## src/logic/panel_pkg.sv

```systemverilog
`default_nettype none

package panel_pkg;

   // number of seven-segment digits on the board.
   localparam int digits = 4;

   // index width for the digit scan.
   localparam int idx_w = $clog2(digits);

   // samples of both reset buttons before the request rises.
   localparam int hold_ticks = 8;

   // counter width, wide enough to hold hold_ticks itself.
   localparam int hold_cnt_w = $clog2(hold_ticks + 1);

   // selector codes taken from the upper switch nibble.
   localparam logic [3:0] sel_port_a = 4'd0;
   localparam logic [3:0] sel_port_b = 4'd1;
   localparam logic [3:0] sel_port_c = 4'd2;
   localparam logic [3:0] sel_port_d = 4'd3;
   localparam logic [3:0] sel_inputs = 4'd4;
   localparam logic [3:0] sel_direct = 4'd10;

   // segment bytes are dp g f e d c b a, bit 7 is the decimal point.
   localparam logic [7:0] font_dash = 8'b0100_0000;

   // one display word, read as hex nibbles or as raw segment bytes.
   typedef union packed
   {
      logic [2*digits-1:0][3:0] hex;
      logic [digits-1:0][7:0]   raw;
   } display_word_u;

endpackage : panel_pkg

`default_nettype wire

```

## src/logic/btn_reset.sv

```systemverilog
`timescale 1ns/1ps
`default_nettype none

module btn_reset
   import panel_pkg::*;
(
   input  logic f100Hz,
   input  logic rst_n,
   input  logic b0,
   input  logic b1,
   output logic res_req
);

   logic                  b0_q;
   logic                  b1_q;
   logic [hold_cnt_w-1:0] hold_cnt;

   // own sample of the two buttons.
   always_ff @(posedge f100Hz or negedge rst_n)
   begin
      if (!rst_n)
      begin
         b0_q <= 1'b0;
         b1_q <= 1'b0;
      end
      else
      begin
         b0_q <= b0;
         b1_q <= b1;
      end
   end

   // count samples with both buttons held, saturating at hold_ticks.
   always_ff @(posedge f100Hz or negedge rst_n)
   begin
      if (!rst_n)
      begin
         hold_cnt <= '0;
         res_req  <= 1'b0;
      end
      else if (b0_q && b1_q)
      begin
         if (hold_cnt != hold_cnt_w'(hold_ticks))
         begin
            hold_cnt <= hold_cnt + 1'b1;
         end
         // rises on the edge where the count reaches hold_ticks.
         res_req <= (hold_cnt >= hold_cnt_w'(hold_ticks - 1));
      end
      else
      begin
         hold_cnt <= '0;
         res_req  <= 1'b0;
      end
   end

endmodule : btn_reset

`default_nettype wire

```

## src/logic/display_select.sv

```systemverilog
`timescale 1ns/1ps
`default_nettype none

module display_select
   import panel_pkg::*;
(
   input  logic          f100Hz,
   input  logic          rst_n,
   input  logic [7:0]    sw,
   input  logic [3:0]    btn,
   input  logic [31:0]   port_a,
   input  logic [31:0]   port_b,
   input  logic [31:0]   port_c,
   input  logic [31:0]   port_d,
   output display_word_u disp_word,
   output logic          direct
);

   logic [7:0]          sw_q;
   logic [3:0]          btn_q;
   logic [3:0]          sel;
   logic [8*digits-1:0] inputs_word;
   logic [8*digits-1:0] word_next;
   logic                direct_next;

   // slow sampling of the panel inputs.
   always_ff @(posedge f100Hz or negedge rst_n)
   begin
      if (!rst_n)
      begin
         sw_q  <= '0;
         btn_q <= '0;
      end
      else
      begin
         sw_q  <= sw;
         btn_q <= btn;
      end
   end

   assign sel = sw_q[7:4];

   // zeros on top, then buttons, then switches in the low byte.
   assign inputs_word = {{(8*digits-12){1'b0}}, btn_q, sw_q};

   always_comb
   begin
      direct_next = 1'b0;
      case (sel)
         sel_port_a: word_next = port_a;
         sel_port_b: word_next = port_b;
         sel_port_c: word_next = port_c;
         sel_port_d: word_next = port_d;
         sel_inputs: word_next = inputs_word;
         sel_direct:
         begin
            // raw segment pattern comes from port c.
            word_next   = port_c;
            direct_next = 1'b1;
         end
         default:    word_next = '0;
      endcase
   end

   // word held for a whole scan.
   always_ff @(posedge f100Hz or negedge rst_n)
   begin
      if (!rst_n)
      begin
         disp_word <= '0;
      end
      else
      begin
         disp_word <= word_next;
      end
   end

   always_ff @(posedge f100Hz or negedge rst_n)
   begin
      if (!rst_n)
      begin
         direct <= 1'b0;
      end
      else
      begin
         direct <= direct_next;
      end
   end

endmodule : display_select

`default_nettype wire

```

## src/logic/seg7_scan.sv

```systemverilog
`timescale 1ns/1ps
`default_nettype none

module seg7_scan
   import panel_pkg::*;
(
   input  logic          f100Hz,
   input  logic          rst_n,
   input  display_word_u disp_word,
   input  logic          direct,
   input  logic          res_req,
   output logic [7:0]    seg,
   output logic [3:0]    an
);

   logic [idx_w-1:0] idx;
   logic [7:0]       pattern;
   logic [3:0]       digit_on;

   // hex font, active high, dp g f e d c b a.
   function automatic logic [7:0] hex_font(input logic [3:0] nib);
      logic [7:0] f;
      case (nib)
         4'h0: f = 8'h3f;
         4'h1: f = 8'h06;
         4'h2: f = 8'h5b;
         4'h3: f = 8'h4f;
         4'h4: f = 8'h66;
         4'h5: f = 8'h6d;
         4'h6: f = 8'h7d;
         4'h7: f = 8'h07;
         4'h8: f = 8'h7f;
         4'h9: f = 8'h6f;
         4'ha: f = 8'h77;
         4'hb: f = 8'h7c;
         4'hc: f = 8'h39;
         4'hd: f = 8'h5e;
         4'he: f = 8'h79;
         default: f = 8'h71;
      endcase
      return f;
   endfunction

   // pattern of the digit being drawn this cycle.
   always_comb
   begin
      if (res_req)
      begin
         pattern = font_dash;
      end
      else if (direct)
      begin
         pattern = disp_word.raw[idx];
      end
      else
      begin
         pattern = hex_font(disp_word.hex[idx]);
      end
   end

   // one hot enable for the current digit.
   assign digit_on = digits'(1) << idx;

   // pins are active low, so everything dark is all ones.
   always_ff @(posedge f100Hz or negedge rst_n)
   begin
      if (!rst_n)
      begin
         idx <= '0;
         seg <= '1;
         an  <= '1;
      end
      else
      begin
         seg <= ~pattern;
         an  <= ~digit_on;
         idx <= idx + 1'b1;
      end
   end

endmodule : seg7_scan

`default_nettype wire

```

## src/logic/panel_top.sv

```systemverilog
`timescale 1ns/1ps
`default_nettype none

module panel_top
   import panel_pkg::*;
(
   input  logic        f100Hz,
   input  logic        rst_n,
   input  logic [7:0]  sw,
   input  logic [3:0]  btn,
   input  logic [31:0] port_a,
   input  logic [31:0] port_b,
   input  logic [31:0] port_c,
   input  logic [31:0] port_d,
   output logic [7:0]  seg,
   output logic [3:0]  an,
   output logic        sys_res
);

   logic          res_req;
   display_word_u disp_word;
   logic          direct;

   // buttons 0 and 1 together request a system reset.
   btn_reset btn_reset_i
   (
      .f100Hz  (f100Hz),
      .rst_n   (rst_n),
      .b0      (btn[0]),
      .b1      (btn[1]),
      .res_req (res_req)
   );

   display_select display_select_i
   (
      .f100Hz    (f100Hz),
      .rst_n     (rst_n),
      .sw        (sw),
      .btn       (btn),
      .port_a    (port_a),
      .port_b    (port_b),
      .port_c    (port_c),
      .port_d    (port_d),
      .disp_word (disp_word),
      .direct    (direct)
   );

   seg7_scan seg7_scan_i
   (
      .f100Hz    (f100Hz),
      .rst_n     (rst_n),
      .disp_word (disp_word),
      .direct    (direct),
      .res_req   (res_req),
      .seg       (seg),
      .an        (an)
   );

   assign sys_res = res_req;

endmodule : panel_top

`default_nettype wire

```

## config.mk

```make
export PLATFORM = sky130hd
export DESIGN_NAME = panel_top
export DESIGN_NICKNAME = d
export VERILOG_FILES = /design/src/logic/panel_pkg.sv /design/src/logic/btn_reset.sv /design/src/logic/display_select.sv /design/src/logic/seg7_scan.sv /design/src/logic/panel_top.sv
export SDC_FILE = /design/constraint.sdc
export NUM_CORES = 1
export LEC_CHECK = 0
export ABC_AREA = 1
export BUFFER_PORTS_ARGS = -buffer_cell sky130_fd_sc_hd__buf_4
export CORE_AREA = 2 2 97 99
export CTS_BUF_LIST = sky130_fd_sc_hd__clkbuf_8 sky130_fd_sc_hd__clkbuf_16
export DETAILED_ROUTE_END_ITERATION = 10
export DIE_AREA = 0 0 99 101
export PLACE_DENSITY = 0.68
export SYNTH_ARGS = -nofsm -noshare
export SYNTH_HDL_FRONTEND = slang
export SYNTH_SLANG_ARGS = --single-unit
```

## constraint.sdc

```tcl
create_clock -name f100Hz -period 2.1 [get_ports f100Hz]
set_input_delay 0 -clock f100Hz [delete_from_list [all_inputs] [get_ports f100Hz]]
set_output_delay 0 -clock f100Hz [all_outputs]
set_load 0.01 [all_outputs]
```

### Word-level counts from Yosys, hierarchy flattened

Memory sizes are Yosys's and may differ from the RTL's.
Cells that the tools add are included.

| storage, ports and cells | value |
|---|---|
| register bits after elaboration | 66 |
| ROM bits | 112 |
| output and inout port bits | 13 |
| memories | 1 |

Memory list:

| memory | depth | bits a word | read ports | clocked after memory_dff | write ports | RTL line | source |
|---|---|---|---|---|---|---|---|
| (no name shown) | 16 | 7 | 1 | 0 | 0 | seg7_scan.sv:23 | `case (nib)` |

| cells by class | value |
|---|---|
| $add $sub $neg | 2 |
| order comparisons | 3 |
| equal/unequal tests | 7 |
| shifts and indexed selects | 1 |
| muxes and demuxes | 11 |
| bitwise logic cells | 2 |
| reduce and logical (&&, ||, !) cells | 3 |

Operator list:

| kind | number |
|---|---|
| 32-bit one-hot mux with 5 select lines | 1 |
| 8-bit 2-to-1 mux | 3 |
| 8-bit binary-select mux with 2-bit select | 1 |
| 4-bit 2-to-1 mux | 3 |
| 4-bit binary-select mux with 2-bit select | 1 |
| 4-bit by 2-bit equality test with 1-bit output (second input constant) | 2 |
| 8-bit inverter | 1 |
| 4-bit by 1-bit adder with 4-bit output (second input constant) | 1 |
| 4-bit by 1-bit equality test with 1-bit output (second input constant) | 1 |
| 4-bit by 3-bit equality test with 1-bit output (second input constant) | 1 |
| 4-bit equality test (second input constant) | 1 |
| 4-bit by 3-bit greater-or-equal comparator with 1-bit output (second input constant) | 1 |
| 4-bit logical NOT | 1 |
| 2-bit by 4-bit less-than comparator with 1-bit output (second input constant) | 1 |
| 4-bit != test (second input constant) | 1 |
| 4-bit inverter | 1 |
| 1-bit by 2-bit << shifter with 4-bit output (first input constant) | 1 |
| 2-bit by 3-bit less-than comparator with 1-bit output (second input constant) | 1 |
| 2-bit by 1-bit adder with 2-bit output (second input constant) | 1 |
| 1-bit 2-to-1 mux | 2 |
| 2-bit != test (second input constant) | 1 |
| 2-bit OR reduction | 1 |
| 1-bit logical AND | 1 |

### Logic depth before layout (Yosys ltp)

Gate-level depths: netlist of run 1.
An unclocked memory read counts as a cell.

| depth | value |
|---|---|
| depth after elaboration | 6 |
| depth in mapped cells | 13 |

### By module

Synthesis of run 1 repeated with hierarchy kept, for this count alone.

| unflattened totals | value |
|---|---|
| cell total of the unflattened synthesis | 513 |
| area, all modules | 3942.5 um^2 |

By module, submodules not included:

| module | instances | cells an instance | area an instance (um^2) | seq. area each (um^2) |
|---|---|---|---|---|
| display_select | 1 | 300 | 2392.3 | 1126.1 |
| seg7_scan | 1 | 178 | 1233.7 | 365.4 |
| btn_reset | 1 | 35 | 316.6 | 175.2 |

### Worst setup path before layout of run 1

No wires, ideal clock.

| path | value |
|---|---|
| kind | reg-to-reg |
| from | reg seg7_scan_i.idx[1] |
| to | reg seg7_scan_i.seg[1] |
| setup time | 73 ps |
| arrival time | 1636 ps |
| setup slack | 391 ps |
| stages on the path, launching flop included | 11 |
| buffers on the path | 1 |
| period minus slack after synthesis | 1709 ps |
| cells stage by stage | dfrtp_1 -> inv_2 -> buf_4 -> nand3_1 -> nand2_1 -> inv_1 -> ha_1 -> nand3_1 -> nor2_1 -> nor2_1 -> a21oi_1 |

| on the way | value |
|---|---|
| word-level cells in the longest chain between the ends | 6 |
| elaborated cells on any way between the ends | 8 |

RTL lines:

| element | RTL line | source |
|---|---|---|
| from (decl) | seg7_scan.sv:16 | `logic [idx_w-1:0] idx;` |
| from (signal assigned) | seg7_scan.sv:77 | `idx <= idx + 1'b1;` |
| 4-bit binary-select mux with 2-bit select | seg7_scan.sv:57 | `pattern = hex_font(disp_word.hex[idx]);` |
| 4-bit 2-to-1 mux (not written as such) | seg7_scan.sv:57 |  |
| memory read 16 x 7 bit | n/a |  |
| 8-bit 2-to-1 mux (*) | seg7_scan.sv:51 | `else if (direct)` |
| 8-bit 2-to-1 mux (*) | seg7_scan.sv:47 | `if (res_req)` |
| 8-bit inverter (*) | seg7_scan.sv:75 | `seg <= ~pattern;` |
| to (signal assigned) | seg7_scan.sv:75 |  |
| to (decl) | seg7_scan.sv:12 | `output logic [7:0] seg,` |

Every way passes the cells marked *; elsewhere a longest branch is shown, timed or not. The select of a mux whose other input is x is not followed.
A chain may end at the register's enable or synchronous reset.

### Worst setup path after layout of run 1

| path | value |
|---|---|
| from | reg display_select_i.sw_q[5] |
| to | reg display_select_i.disp_word[0] (netlist bit) |

| on the way | value |
|---|---|
| word-level cells in the longest chain between the ends | 3 |
| elaborated cells on any way between the ends | 8 |

RTL lines:

| element | RTL line | source |
|---|---|---|
| from (decl) | display_select.sv:19 | `logic [7:0] sw_q;` |
| from (signal assigned) | display_select.sv:36 | `sw_q <= sw;` |
| 4-bit by 2-bit equality test with 1-bit output or 4-bit equality test (tied branches) | display_select.sv:49 | `case (sel)` |
| 2-bit OR reduction (no line) | n/a |  |
| 32-bit one-hot mux with 5 select lines (*) | display_select.sv:49 |  |
| via display_select_i.word_next[0] | display_select.sv:23 | `logic [8*digits-1:0] word_next;` |
| to (signal assigned) | display_select.sv:74 | `disp_word <= word_next;` |
| to (decl) | display_select.sv:15 | `output display_word_u disp_word,` |

The timed path passes the listed nets; every way through them passes the cells marked *.

==> impl_metrics.json, run 1 <==
{
  "status": "finished clean",
  "post_cts_buffers": 0,
  "fp.dieW_um": 99,
  "overflow": 0,
  "htree_levels": 3,
  "syn_area_um2": 3510,
  "grt_max_degree": 65,
  "dp_slack_ns": 0.211,
  "synth.area.top_cells": "dfrtp_1 (37%), nand2_1 (20%), dfstp_2 (9.0%), nand3_1 (7.6%), ha_1 (4.6%)",
  "path_max_fanout": 32,
  "drv_cap": 0,
  "drtPass1Iterations": 5,
  "final_area_um2": 6260,
  "async_reset_ff_share_pct": 100,
  "ys_warn_count": 0,
  "fp.dieArea_um2": 10000,
  "finalPower_mw": 3.15,
  "drt_iter0_drc": 201,
  "leakagePower_nw": 3.11,
  "yosys.area.top_type_share_pct": 37.1,
  "synth_area_per_cell_um2": 7.65,
  "synth_ff_type": "dfrtp_1",
  "synth_common_cells": "nand2_1 (183), nand3_1 (53), dfrtp_1 (52)",
  "ys_ff_latch": 64,
  "fin_cells": 858,
  "crit_type": "reg -> reg",
  "worst_pin_slew_ns": 0.801,
  "nets": 896,
  "synth_cell_type_count": 29,
  "wl_um": 13900,
  "syn2layout_area_growth_pct": 78.7,
  "antenna_found_initial": 0,
  "clockRootBuffer": "clkbuf_8",
  "core_area_um2": 8980,
  "post-route-util_pct": 69.8,
  "rows": 35,
  "gp_congestion": 0.855,
  "placed_area_um2": 4800,
  "fin_crit_sh_pct": 93.9,
  "num_vias": 4398,
  "die_h_um": 101,
  "placed_cells": 716,
  "clk_pin_slew_ns": 0.08,
  "cts_sinks": 64,
  "ioPinCount": 155,
  "finalSetupViolCount": 0,
  "fin_crit_ns": 1.97,
  "synth-edff-count": 0,
  "drv_slew": 0,
  "grt_pass1_wl_um": 21800,
  "cp_data_arrival_time_ns": 2.19,
  "insertion_delay_ns": 0.35,
  "viasPerCell": 5.13,
  "drc": 0,
  "ys_seq_area_share_pct": 46.1,
  "hold_class": "in -> async",
  "clockBufferDepth": 2,
  "relSlewSlack_pct": 46.6,
  "power.density_nw_per_um2": 504,
  "cts_tree": "built",
  "ir_drop_uv": 355,
  "wire_per_inst_um": 16.2,
  "end_kind": "flop",
  "cp-start-kind": "flop",
  "skew_ns": 0.0114,
  "fmax_ghz": 0.507,
  "synth.net_count": 613,
  "port_buffers": 154,
  "drive_gt1_share_pct": 28.2,
  "drtAntennaViolNets": 0,
  "whs_ns": 0.280,
  "grt_pass1_vias": 4721,
  "synth_top_area_cell": "dfrtp_1",
  "syn_inst": 458,
  "fin_tns_setup_ns": 0,
  "grt_use_total_pct": 28.0,
  "cp_data_required_time_ns": 2.32,
  "initial_utilization_pct": 39.1,
  "setup_slack_ns": 0.128,
  "hold_viol": 0,
  "place_hpwl_um": 7800,
  "cts_buffers": 9,
  "fillers": 633,
  "synth.most_common_cell": "nand2_1"
}
==> cells by family after synthesis <==
| family | synth area share (%) |
|---|---|
| and+or+nand+nor | 36.9 |
| DFF | 46.1 |
| buffers and inverters | 7.14 |
| AOI/OAI and AO/OA | 5.25 |
| adders and majority gates | 4.64 |
==> state kept, by name, summed over array words and instances (netlist names) <==
name	cells
display_select_i.disp_word	32
seg7_scan_i.idx	2
display_select_i.btn_q	4
seg7_scan_i.an	4
btn_reset_i.res_req	1
display_select_i.direct	1
btn_reset_i.hold_cnt	4
display_select_i.sw_q	8
seg7_scan_i.seg	8
==> cells in the final DEF (no fill, tap or decap), drive strengths merged, types with 2 or more instances in the layout <==
cell	instances
nand2	190
buf	166
dlygate4sd3	125
nand3	55
dfrtp	52
inv	40
nand4	25
a21oi	17
nor2	15
ha	13
dfstp	12
o21ai	9
clkbuf	9
o211ai	3
clkinvlp	3
nand3b	2
a211oi	2
nor3	2
==> final timing paths <==
check	start	end	slack [ns]	cells past startpoint
min reg2reg	display_select_i.sw_q[4]	display_select_i.direct	0.53	1
max	display_select_i.sw_q[5]	display_select_i.disp_word[0]	0.13	9
max reg2reg	display_select_i.sw_q[5]	display_select_i.disp_word[0]	0.13	9
min	rst_n	display_select_i.disp_word[27]	0.28	2
min in group f100Hz	btn[2]	display_select_i.btn_q[2]	0.29	2
max in group asynchronous	rst_n	display_select_i.sw_q[6]	1.26	2
==> metal layers <==
layer	routed length [um]	up-vias	global-route usage, %
met5	0	-	0
met4	854	0	17.8
met3	800	85	7.63
met2	7010	214	47.8
met1	5270	2055	30.7
li1	-	2044	-
==> area by class of cell <==
cell class	instances	area [um^2]	share of cell area, %
clock buffer	9	124	1.98
multi-input combinational	337	1650	26.3
inverter	38	143	2.28
timing repair buffer	291	2510	40.1
clock inverter	7	78.8	1.26
tap	111	139	2.22
sequential	64	1620	25.8
antenna	1	2.50	0.0400
==> power by group <==
part	switching (mW)	total [mW]	internal, mW
sequential	0.0388	1.36	1.32
combinational	0.283	0.709	0.426
clock	0.525	1.08	0.557
==> critical path: stages, from the launching register on <==
cell and delay (ns):
dfrtp_1 0.39, inv_2 0.06, nand2_1 0.14, nor3_4 0.05, buf_6 0.20, nand2_1 0.08
nand2_1 0.04, a21oi_1 0.16, nand3_1 0.11, dlygate4sd3_1 0.60
==> repair_timing <==
action / 4_1_cts / 5_1_grt
hold buffers: 125 / 0
resized for setup: 0 / 2
hold endpoints to repair: 96 / 0
setup endpoints to repair: 0 / 10
(Power assumes the default switching activity.)
==> run 2: changes to the inputs <==
--- a/config.mk
+++ b/config.mk
@@ -5,13 +5,13 @@
 export SDC_FILE = /design/constraint.sdc
 export NUM_CORES = 1
 export LEC_CHECK = 0
-export ABC_AREA = 1
 export BUFFER_PORTS_ARGS = -buffer_cell sky130_fd_sc_hd__buf_4
-export CORE_AREA = 2 2 97 99
+export CORE_AREA = 2 2 92 94
 export CTS_BUF_LIST = sky130_fd_sc_hd__clkbuf_8 sky130_fd_sc_hd__clkbuf_16
 export DETAILED_ROUTE_END_ITERATION = 10
-export DIE_AREA = 0 0 99 101
-export PLACE_DENSITY = 0.68
+export DIE_AREA = 0 0 94 96
+export HOLD_SLACK_MARGIN = 0.02
+export PLACE_DENSITY = 0.7
 export SYNTH_ARGS = -nofsm -noshare
 export SYNTH_HDL_FRONTEND = slang
 export SYNTH_SLANG_ARGS = --single-unit
==> run 2 against run 1 <==
Compared with the run above:
- clock skew up 0.0022 ns
- flip-flop and latch count unchanged
- global-route usage down 1.1 points
- worst setup slack worse by 0.11 ns
- first-iteration DRC count up 71%
- register-to-register slack worse by 0.11 ns
- synthesized cell count down 40%
- cell area down 8.9%
- total power down 6.2%
- critical path type unchanged
==> impl_metrics.json, run 2 <==
{
  "synth_common_cells": "nand2_1 (59), dfrtp_1 (52), a222oi_1 (31)",
  "final_cell_mix": "buf_4 (170), dlygate4sd3_1 (95), nand2_1 (59), dfrtp_1 (49), a222oi_1 (31)",
  "placed_area_um2": 4520,
  "initial_utilization_pct": 39.0,
  "gp_congestion": 0.833,
  "path_max_fanout": 23,
  "synth.net_count": 432,
  "die_h_um": 96,
  "rrSetupSlack_ns": 0.02,
  "cp_num_buf_inv": 2,
  "leakagePower_nw": 2.79,
  "fp.dieW_um": 94,
  "ir_drop_uv": 380,
  "fmax_ghz": 0.481,
  "overflow": 0,
  "r2r-end": "display_select_i.disp_word[4]",
  "clk_pin_slew_ns": 0.07,
  "synth_area_per_cell_um2": 11.3,
  "placed_cells": 532,
  "wl_um": 11600,
  "reg2reg_depth": 5,
  "drv_slew": 0,
  "fillers": 546,
  "cp_data_arrival_time_ns": 2.30,
  "crit_start": "display_select_i.sw_q[4]",
  "syn_inst": 277,
  "cp_data_required_time_ns": 2.32,
  "wl_met3_um": 802,
  "grt_pass1_wl_um": 18100,
  "grt_pass1_vias": 3758,
  "crit_slowest_cell": "dlygate4sd3_1",
  "insertion_delay_ns": 0.35,
  "grt_max_degree": 65,
  "drive_gt1_share_pct": 41.1,
  "drv_cap": 0,
  "final_common_cell": "buf_4",
  "cts_tree": "built",
  "htree_levels": 3,
  "ioPinCount": 155,
  "rows": 33,
  "dr.max_layer_used": "met4",
  "synth_top_area_cell": "dfrtp_1",
  "cp-endpoint": "display_select_i.disp_word[4]",
  "cts_sinks": 64,
  "critical-path-top-delay-family": "buffers and inverters",
  "power.density_nw_per_um2": 519,
  "ys_ff_latch": 64,
  "finalSetupViolCount": 0,
  "fp.dieArea_um2": 9020,
  "nets": 693,
  "drtAntennaViolNets": 0,
  "port_buffers": 154,
  "grt_use_total_pct": 26.9,
  "route.met2.wl_um": 6100,
  "cts_buffers": 9,
  "crit_cells": 5,
  "syn_area_um2": 3140,
  "place_hpwl_um": 7170,
  "drtPass1Iterations": 8,
  "reg_top3": "display_select_i.disp_word x32, display_select_i.sw_q x8, seg7_scan_i.seg x8",
  "ys_warn_count": 0,
  "cp-start-kind": "flop",
  "dp_slack_ns": 0.0560,
  "crit_type": "reg -> reg",
  "hold_viol": 0,
  "yosys.area.top_type_share_pct": 41.4,
  "synth_ff_type": "dfrtp_1",
  "synth_cell_type_count": 43,
  "clockBufferDepth": 2,
  "relSlewSlack_pct": 48.9,
  "drc": 0,
  "antenna_found_initial": 1,
  "clockRootBuffer": "clkbuf_8",
  "core_area_um2": 8050,
  "crit-reg2reg-launch": "display_select_i.sw_q[4]",
  "drt_iter0_drc": 343,
  "async_reset_ff_share_pct": 100,
  "synth.most_common_cell": "nand2_1",
  "hold_class": "in -> async",
  "status": "finished clean",
  "fin_crit_ns": 2.08,
  "worst_pin_slew_ns": 0.767,
  "synth.area.top_cells": "dfrtp_1 (41%), dfstp_2 (10%), a222oi_1 (9.9%), mux4_2 (8.6%), nand2_1 (7.0%)",
  "num_vias": 3480,
  "wire_per_inst_um": 17.9,
  "fin_cells": 650,
  "drt-met1-wl_um": 4100,
  "ys_seq_area_share_pct": 51.5,
  "viasPerCell": 5.35,
  "skew_ns": 0.0136,
  "rsz0062_at_grt": "yes",
  "setup_slack_ns": 0.0204,
  "end_kind": "flop",
  "slowest_delay_ns": 0.58,
  "largest_reg_flops": 32,
  "path_cells": "nor4bb_4, buf_6, a222oi_1, nand2_1, dlygate4sd3_1",
  "fin_crit_sh_pct": 99.0,
  "final_area_um2": 5700,
  "synth-edff-count": 0,
  "top_register": "display_select_i.disp_word",
  "syn2layout_area_growth_pct": 81.5
}
[run 2: routing by layer]
metal	vias to the layer above	track usage, %
met2	205	46.9
met1	1659	28.7
met4	0	18.8
met3	45	6.34
met5	-	0
li1	1571	-
[run 2: worst min-delay path by stage]
stage / from / end / cells after the start
global route: btn[3] / display_select_i.btn_q[3] / 2
CTS: btn[3] / display_select_i.btn_q[3] / 2
finish: rst_n / btn_reset_i.hold_cnt[0] / 2
floorplan: rst_n / btn_reset_i.hold_cnt[0] / 0
detailed placement: btn[3] / display_select_i.btn_q[3] / 1
global placement: sw[2] / display_select_i.sw_q[2] / 1
[run 2: power by group]
group	internal [mW]	switching, mW
clock	0.474	0.450
combinational	0.423	0.241
sequential	1.32	0.0463
total	2.22	0.737
[run 2: layout make-up]
| class | count | area, um^2 | share of cell area [%] |
|---|---|---|---|
| diodes | 2 | 5.00 | 0.0878 |
| clock buffers | 11 | 151 | 2.65 |
| clock inverters | 5 | 20.0 | 0.351 |
| inverters | 13 | 48.8 | 0.856 |
| multi-input cells | 182 | 1470 | 25.7 |
| flip-flops and latches | 64 | 1620 | 28.4 |
| well taps | 105 | 131 | 2.30 |
| repair buffers | 268 | 2260 | 39.6 |
[run 2: repair_timing]
item / CTS / global route
hold endpoints to repair: 96 / 0
hold buffers: 95 / 0
endpoints found under the setup margin: 0 / 23
gates resized for setup: 0 / 6
buffers inserted: 0 / 5
[run 2: worst reg2reg max path, cell delays in order (launching register included)]
cell and delay (ns):
dfrtp_2 0.45, nor4bb_4 0.18, buf_6 0.18, a222oi_1 0.45, nand2_1 0.11, dlygate4sd3_1 0.58
[run 2: logic make-up (layout without fill, tap and decap cells)]
| group | Yosys count | in the layout | synth area share, % |
|---|---|---|---|
| mux | 16 | 16 | 9.96 |
| other cells | 0 | 2 | 0 |
| xor+xnor | 2 | 2 | 0.558 |
| fa+ha+maj | 13 | 13 | 5.18 |
| compound gates | 59 | 59 | 16.1 |
| simple gates | 92 | 92 | 12.8 |
| buf+inv | 31 | 297 | 3.94 |
| flops | 64 | 64 | 51.5 |
[run 2: per-stage QoR]
stage,setup TNS (ns),util (%),hold WS [ns],total power [mW]
after global routing,-0.0978,70.8,0.293,3.09
after floorplan,-0.00229,-,-0.296,1.55
after global placement,0,56.1,0.110,1.86
final,0,70.8,0.272,2.96
after detailed placement,0,56.1,0.110,1.88
after CTS,0,70.1,0.277,2.94
==> run 3: changes to the inputs <==
--- a/config.mk
+++ b/config.mk
@@ -12,6 +12,7 @@
 export DIE_AREA = 0 0 94 96
 export HOLD_SLACK_MARGIN = 0.02
 export PLACE_DENSITY = 0.7
+export RECOVER_POWER = 100
 export SYNTH_ARGS = -nofsm -noshare
 export SYNTH_HDL_FRONTEND = slang
 export SYNTH_SLANG_ARGS = --single-unit
==> run 3 against run 2 <==
Compared with the run above:
- the flow now finishes with violations (capacitance limit)
- first-iteration DRC count is 7.9% lower
- largest power group unchanged
- fmax up 0.14%
- count of clock-buffer cells in the layout is the same
- register-to-register slack about the same
- flip-flop and latch count unchanged
- cell area down 0.97%
- critical path type unchanged
- die area stayed put
- critical endpoint unchanged
- clock skew is 0.00060 ns higher
- utilization is 0.68 points lower
- combinational power decreased by 3%
- critical path depth is the same
- largest cell class unchanged
- total power shrank 0.55%
==> impl_metrics.json, run 3 (synthesis results as in run 2) <==
{
  "drt_iter0_drc": 316,
  "path_cells": "nor4bb_4, buf_6, a222oi_1, nand2_1, dlygate4sd3_1",
  "placed_area_um2": 4520,
  "leakagePower_nw": 2.74,
  "ir_drop_uv": 380,
  "grt_pass1_wl_um": 18100,
  "drtAntennaViolNets": 0,
  "cp_num_buf_inv": 2,
  "r2r-end": "display_select_i.disp_word[4]",
  "reg2reg_depth": 5,
  "largest_reg_flops": 32,
  "nets": 693,
  "initial_utilization_pct": 39.0,
  "final_common_cell": "buf_4",
  "final_area_um2": 5650,
  "crit_cells": 5,
  "insertion_delay_ns": 0.35,
  "gp_congestion": 0.833,
  "fin_crit_ns": 2.08,
  "holdPathStages": 2,
  "grt_pass1_vias": 3758,
  "hold_end": "display_select_i.btn_q[3]",
  "rrSetupSlack_ns": 0.02,
  "fp.dieW_um": 94,
  "cts_tree": "built",
  "reg_top3": "display_select_i.disp_word x32, display_select_i.sw_q x8, seg7_scan_i.seg x8",
  "die_h_um": 96,
  "core_area_um2": 8050,
  "drtPass1Iterations": 8,
  "grt_max_degree": 65,
  "grt_use_total_pct": 26.9,
  "ioPinCount": 155,
  "critical-path-top-delay-family": "buffers and inverters",
  "viasPerCell": 5.37,
  "drv_cap": 1,
  "clockRootBuffer": "clkbuf_8",
  "worst_pin_slew_ns": 1.50,
  "fp.dieArea_um2": 9020,
  "crit_type": "reg -> reg",
  "cp_data_arrival_time_ns": 2.30,
  "htree_levels": 3,
  "crit-reg2reg-launch": "display_select_i.sw_q[4]",
  "cts_sinks": 64,
  "final_cell_mix": "buf_4 (143), dlygate4sd3_1 (95), nand2_1 (59), dfrtp_1 (49), a222oi_1 (31)",
  "drc": 0,
  "top_register": "display_select_i.disp_word",
  "end_kind": "flop",
  "crit_slowest_cell": "dlygate4sd3_1",
  "cts_buffers": 9,
  "min-delay-start": "btn[3]",
  "wire_per_inst_um": 17.8,
  "wl_um": 11600,
  "fmax_ghz": 0.482,
  "rows": 33,
  "fin_crit_sh_pct": 98.9,
  "power.density_nw_per_um2": 521,
  "clockBufferDepth": 2,
  "clk_pin_slew_ns": 0.07,
  "num_vias": 3493,
  "violations": "capacitance limit",
  "hold_viol": 0,
  "overflow": 0,
  "drive_gt1_share_pct": 38.5,
  "path_max_fanout": 23,
  "cp-start-kind": "flop",
  "skew_ns": 0.0142,
  "whs_ns": 0.312,
  "place_hpwl_um": 7170,
  "finalSetupViolCount": 0,
  "syn2layout_area_growth_pct": 79.8,
  "setup_slack_ns": 0.0233,
  "status": "finished with violations",
  "rsz0062_at_grt": "yes",
  "port_buffers": 154,
  "antenna_found_initial": 1,
  "relSlewSlack_pct": 0.247,
  "fillers": 562,
  "hold_class": "in -> reg",
  "crit_start": "display_select_i.sw_q[4]",
  "slowest_delay_ns": 0.58,
  "cp_data_required_time_ns": 2.32,
  "dp_slack_ns": 0.0560,
  "drv_slew": 0
}
## run 3: cell types whose count changed in the layout (fill, tap and decap cells not counted)
cell and delta:
or2_0 +1, clkbuf_2 +1, buf_4 -27, clkbuf_4 +12, or2_1 -1, clkbuf_1 +14
## run 3: where the power goes
part | internal (mW) | total [mW] | switching (mW)
Combinational | 0.406 | 0.646 | 0.241
Sequential | 1.32 | 1.37 | 0.0458
Clock | 0.474 | 0.926 | 0.452
Total | 2.20 | 2.94 | 0.739
## run 3: layout make-up
class	count	area, um^2	area share (%)
Antenna cell	2	5.00	0.0886
Inverter	13	48.8	0.864
Clock buffer	11	151	2.68
Clock inverter	5	20.0	0.354
Sequential cell	64	1620	28.7
Timing Repair Buffer	268	2210	39.1
Tap cell	105	131	2.33
Multi-Input combinational cell	182	1470	25.9
## run 3: how the worst max path moves through the flow
stage | endpoint
final | display_select_i.disp_word[4]
after global routing | seg7_scan_i.seg[3]
after CTS | display_select_i.disp_word[0]
after detailed placement | seg7_scan_i.seg[1]
after global placement | seg7_scan_i.seg[1]
after floorplan | seg7_scan_i.seg[4]
## run 3: per-layer routing
layer | global-route usage (%) | up-vias | share of wire, % | routed length (um)
met5 | 0 | - | 0 | 0
met1 | 28.7 | 1676 | 35 | 4110
met3 | 6.34 | 45 | 6.9 | 796
met4 | 18.8 | 0 | 5.2 | 607
met2 | 46.9 | 201 | 52 | 6090
li1 | - | 1571 | - | -
## run 3: repair_timing
item	4_1_cts	5_1_grt
gates resized for setup	0	6
endpoints found under the hold margin	96	0
hold buffers	95	0
endpoints found under the setup margin	0	23
setup buffers	0	5
## run 3: worst register-to-register path: stages (launching register included)
cell and delay [ns]:
dfrtp_2 0.45, nor4bb_4 0.18, buf_6 0.19, a222oi_1 0.45, nand2_1 0.11, dlygate4sd3_1 0.58
## run 3: through the flow
step	setup TNS [ns]	cells	power [mW]	utilization (%)
final	0	650	2.94	70.1
after global routing	-0.0978	649	3.07	70.1
after CTS	0	643	2.94	70.1
after detailed placement	0	532	1.88	56.1
after global placement	0	532	1.86	56.1
after floorplan	-0.00229	277	1.55	-
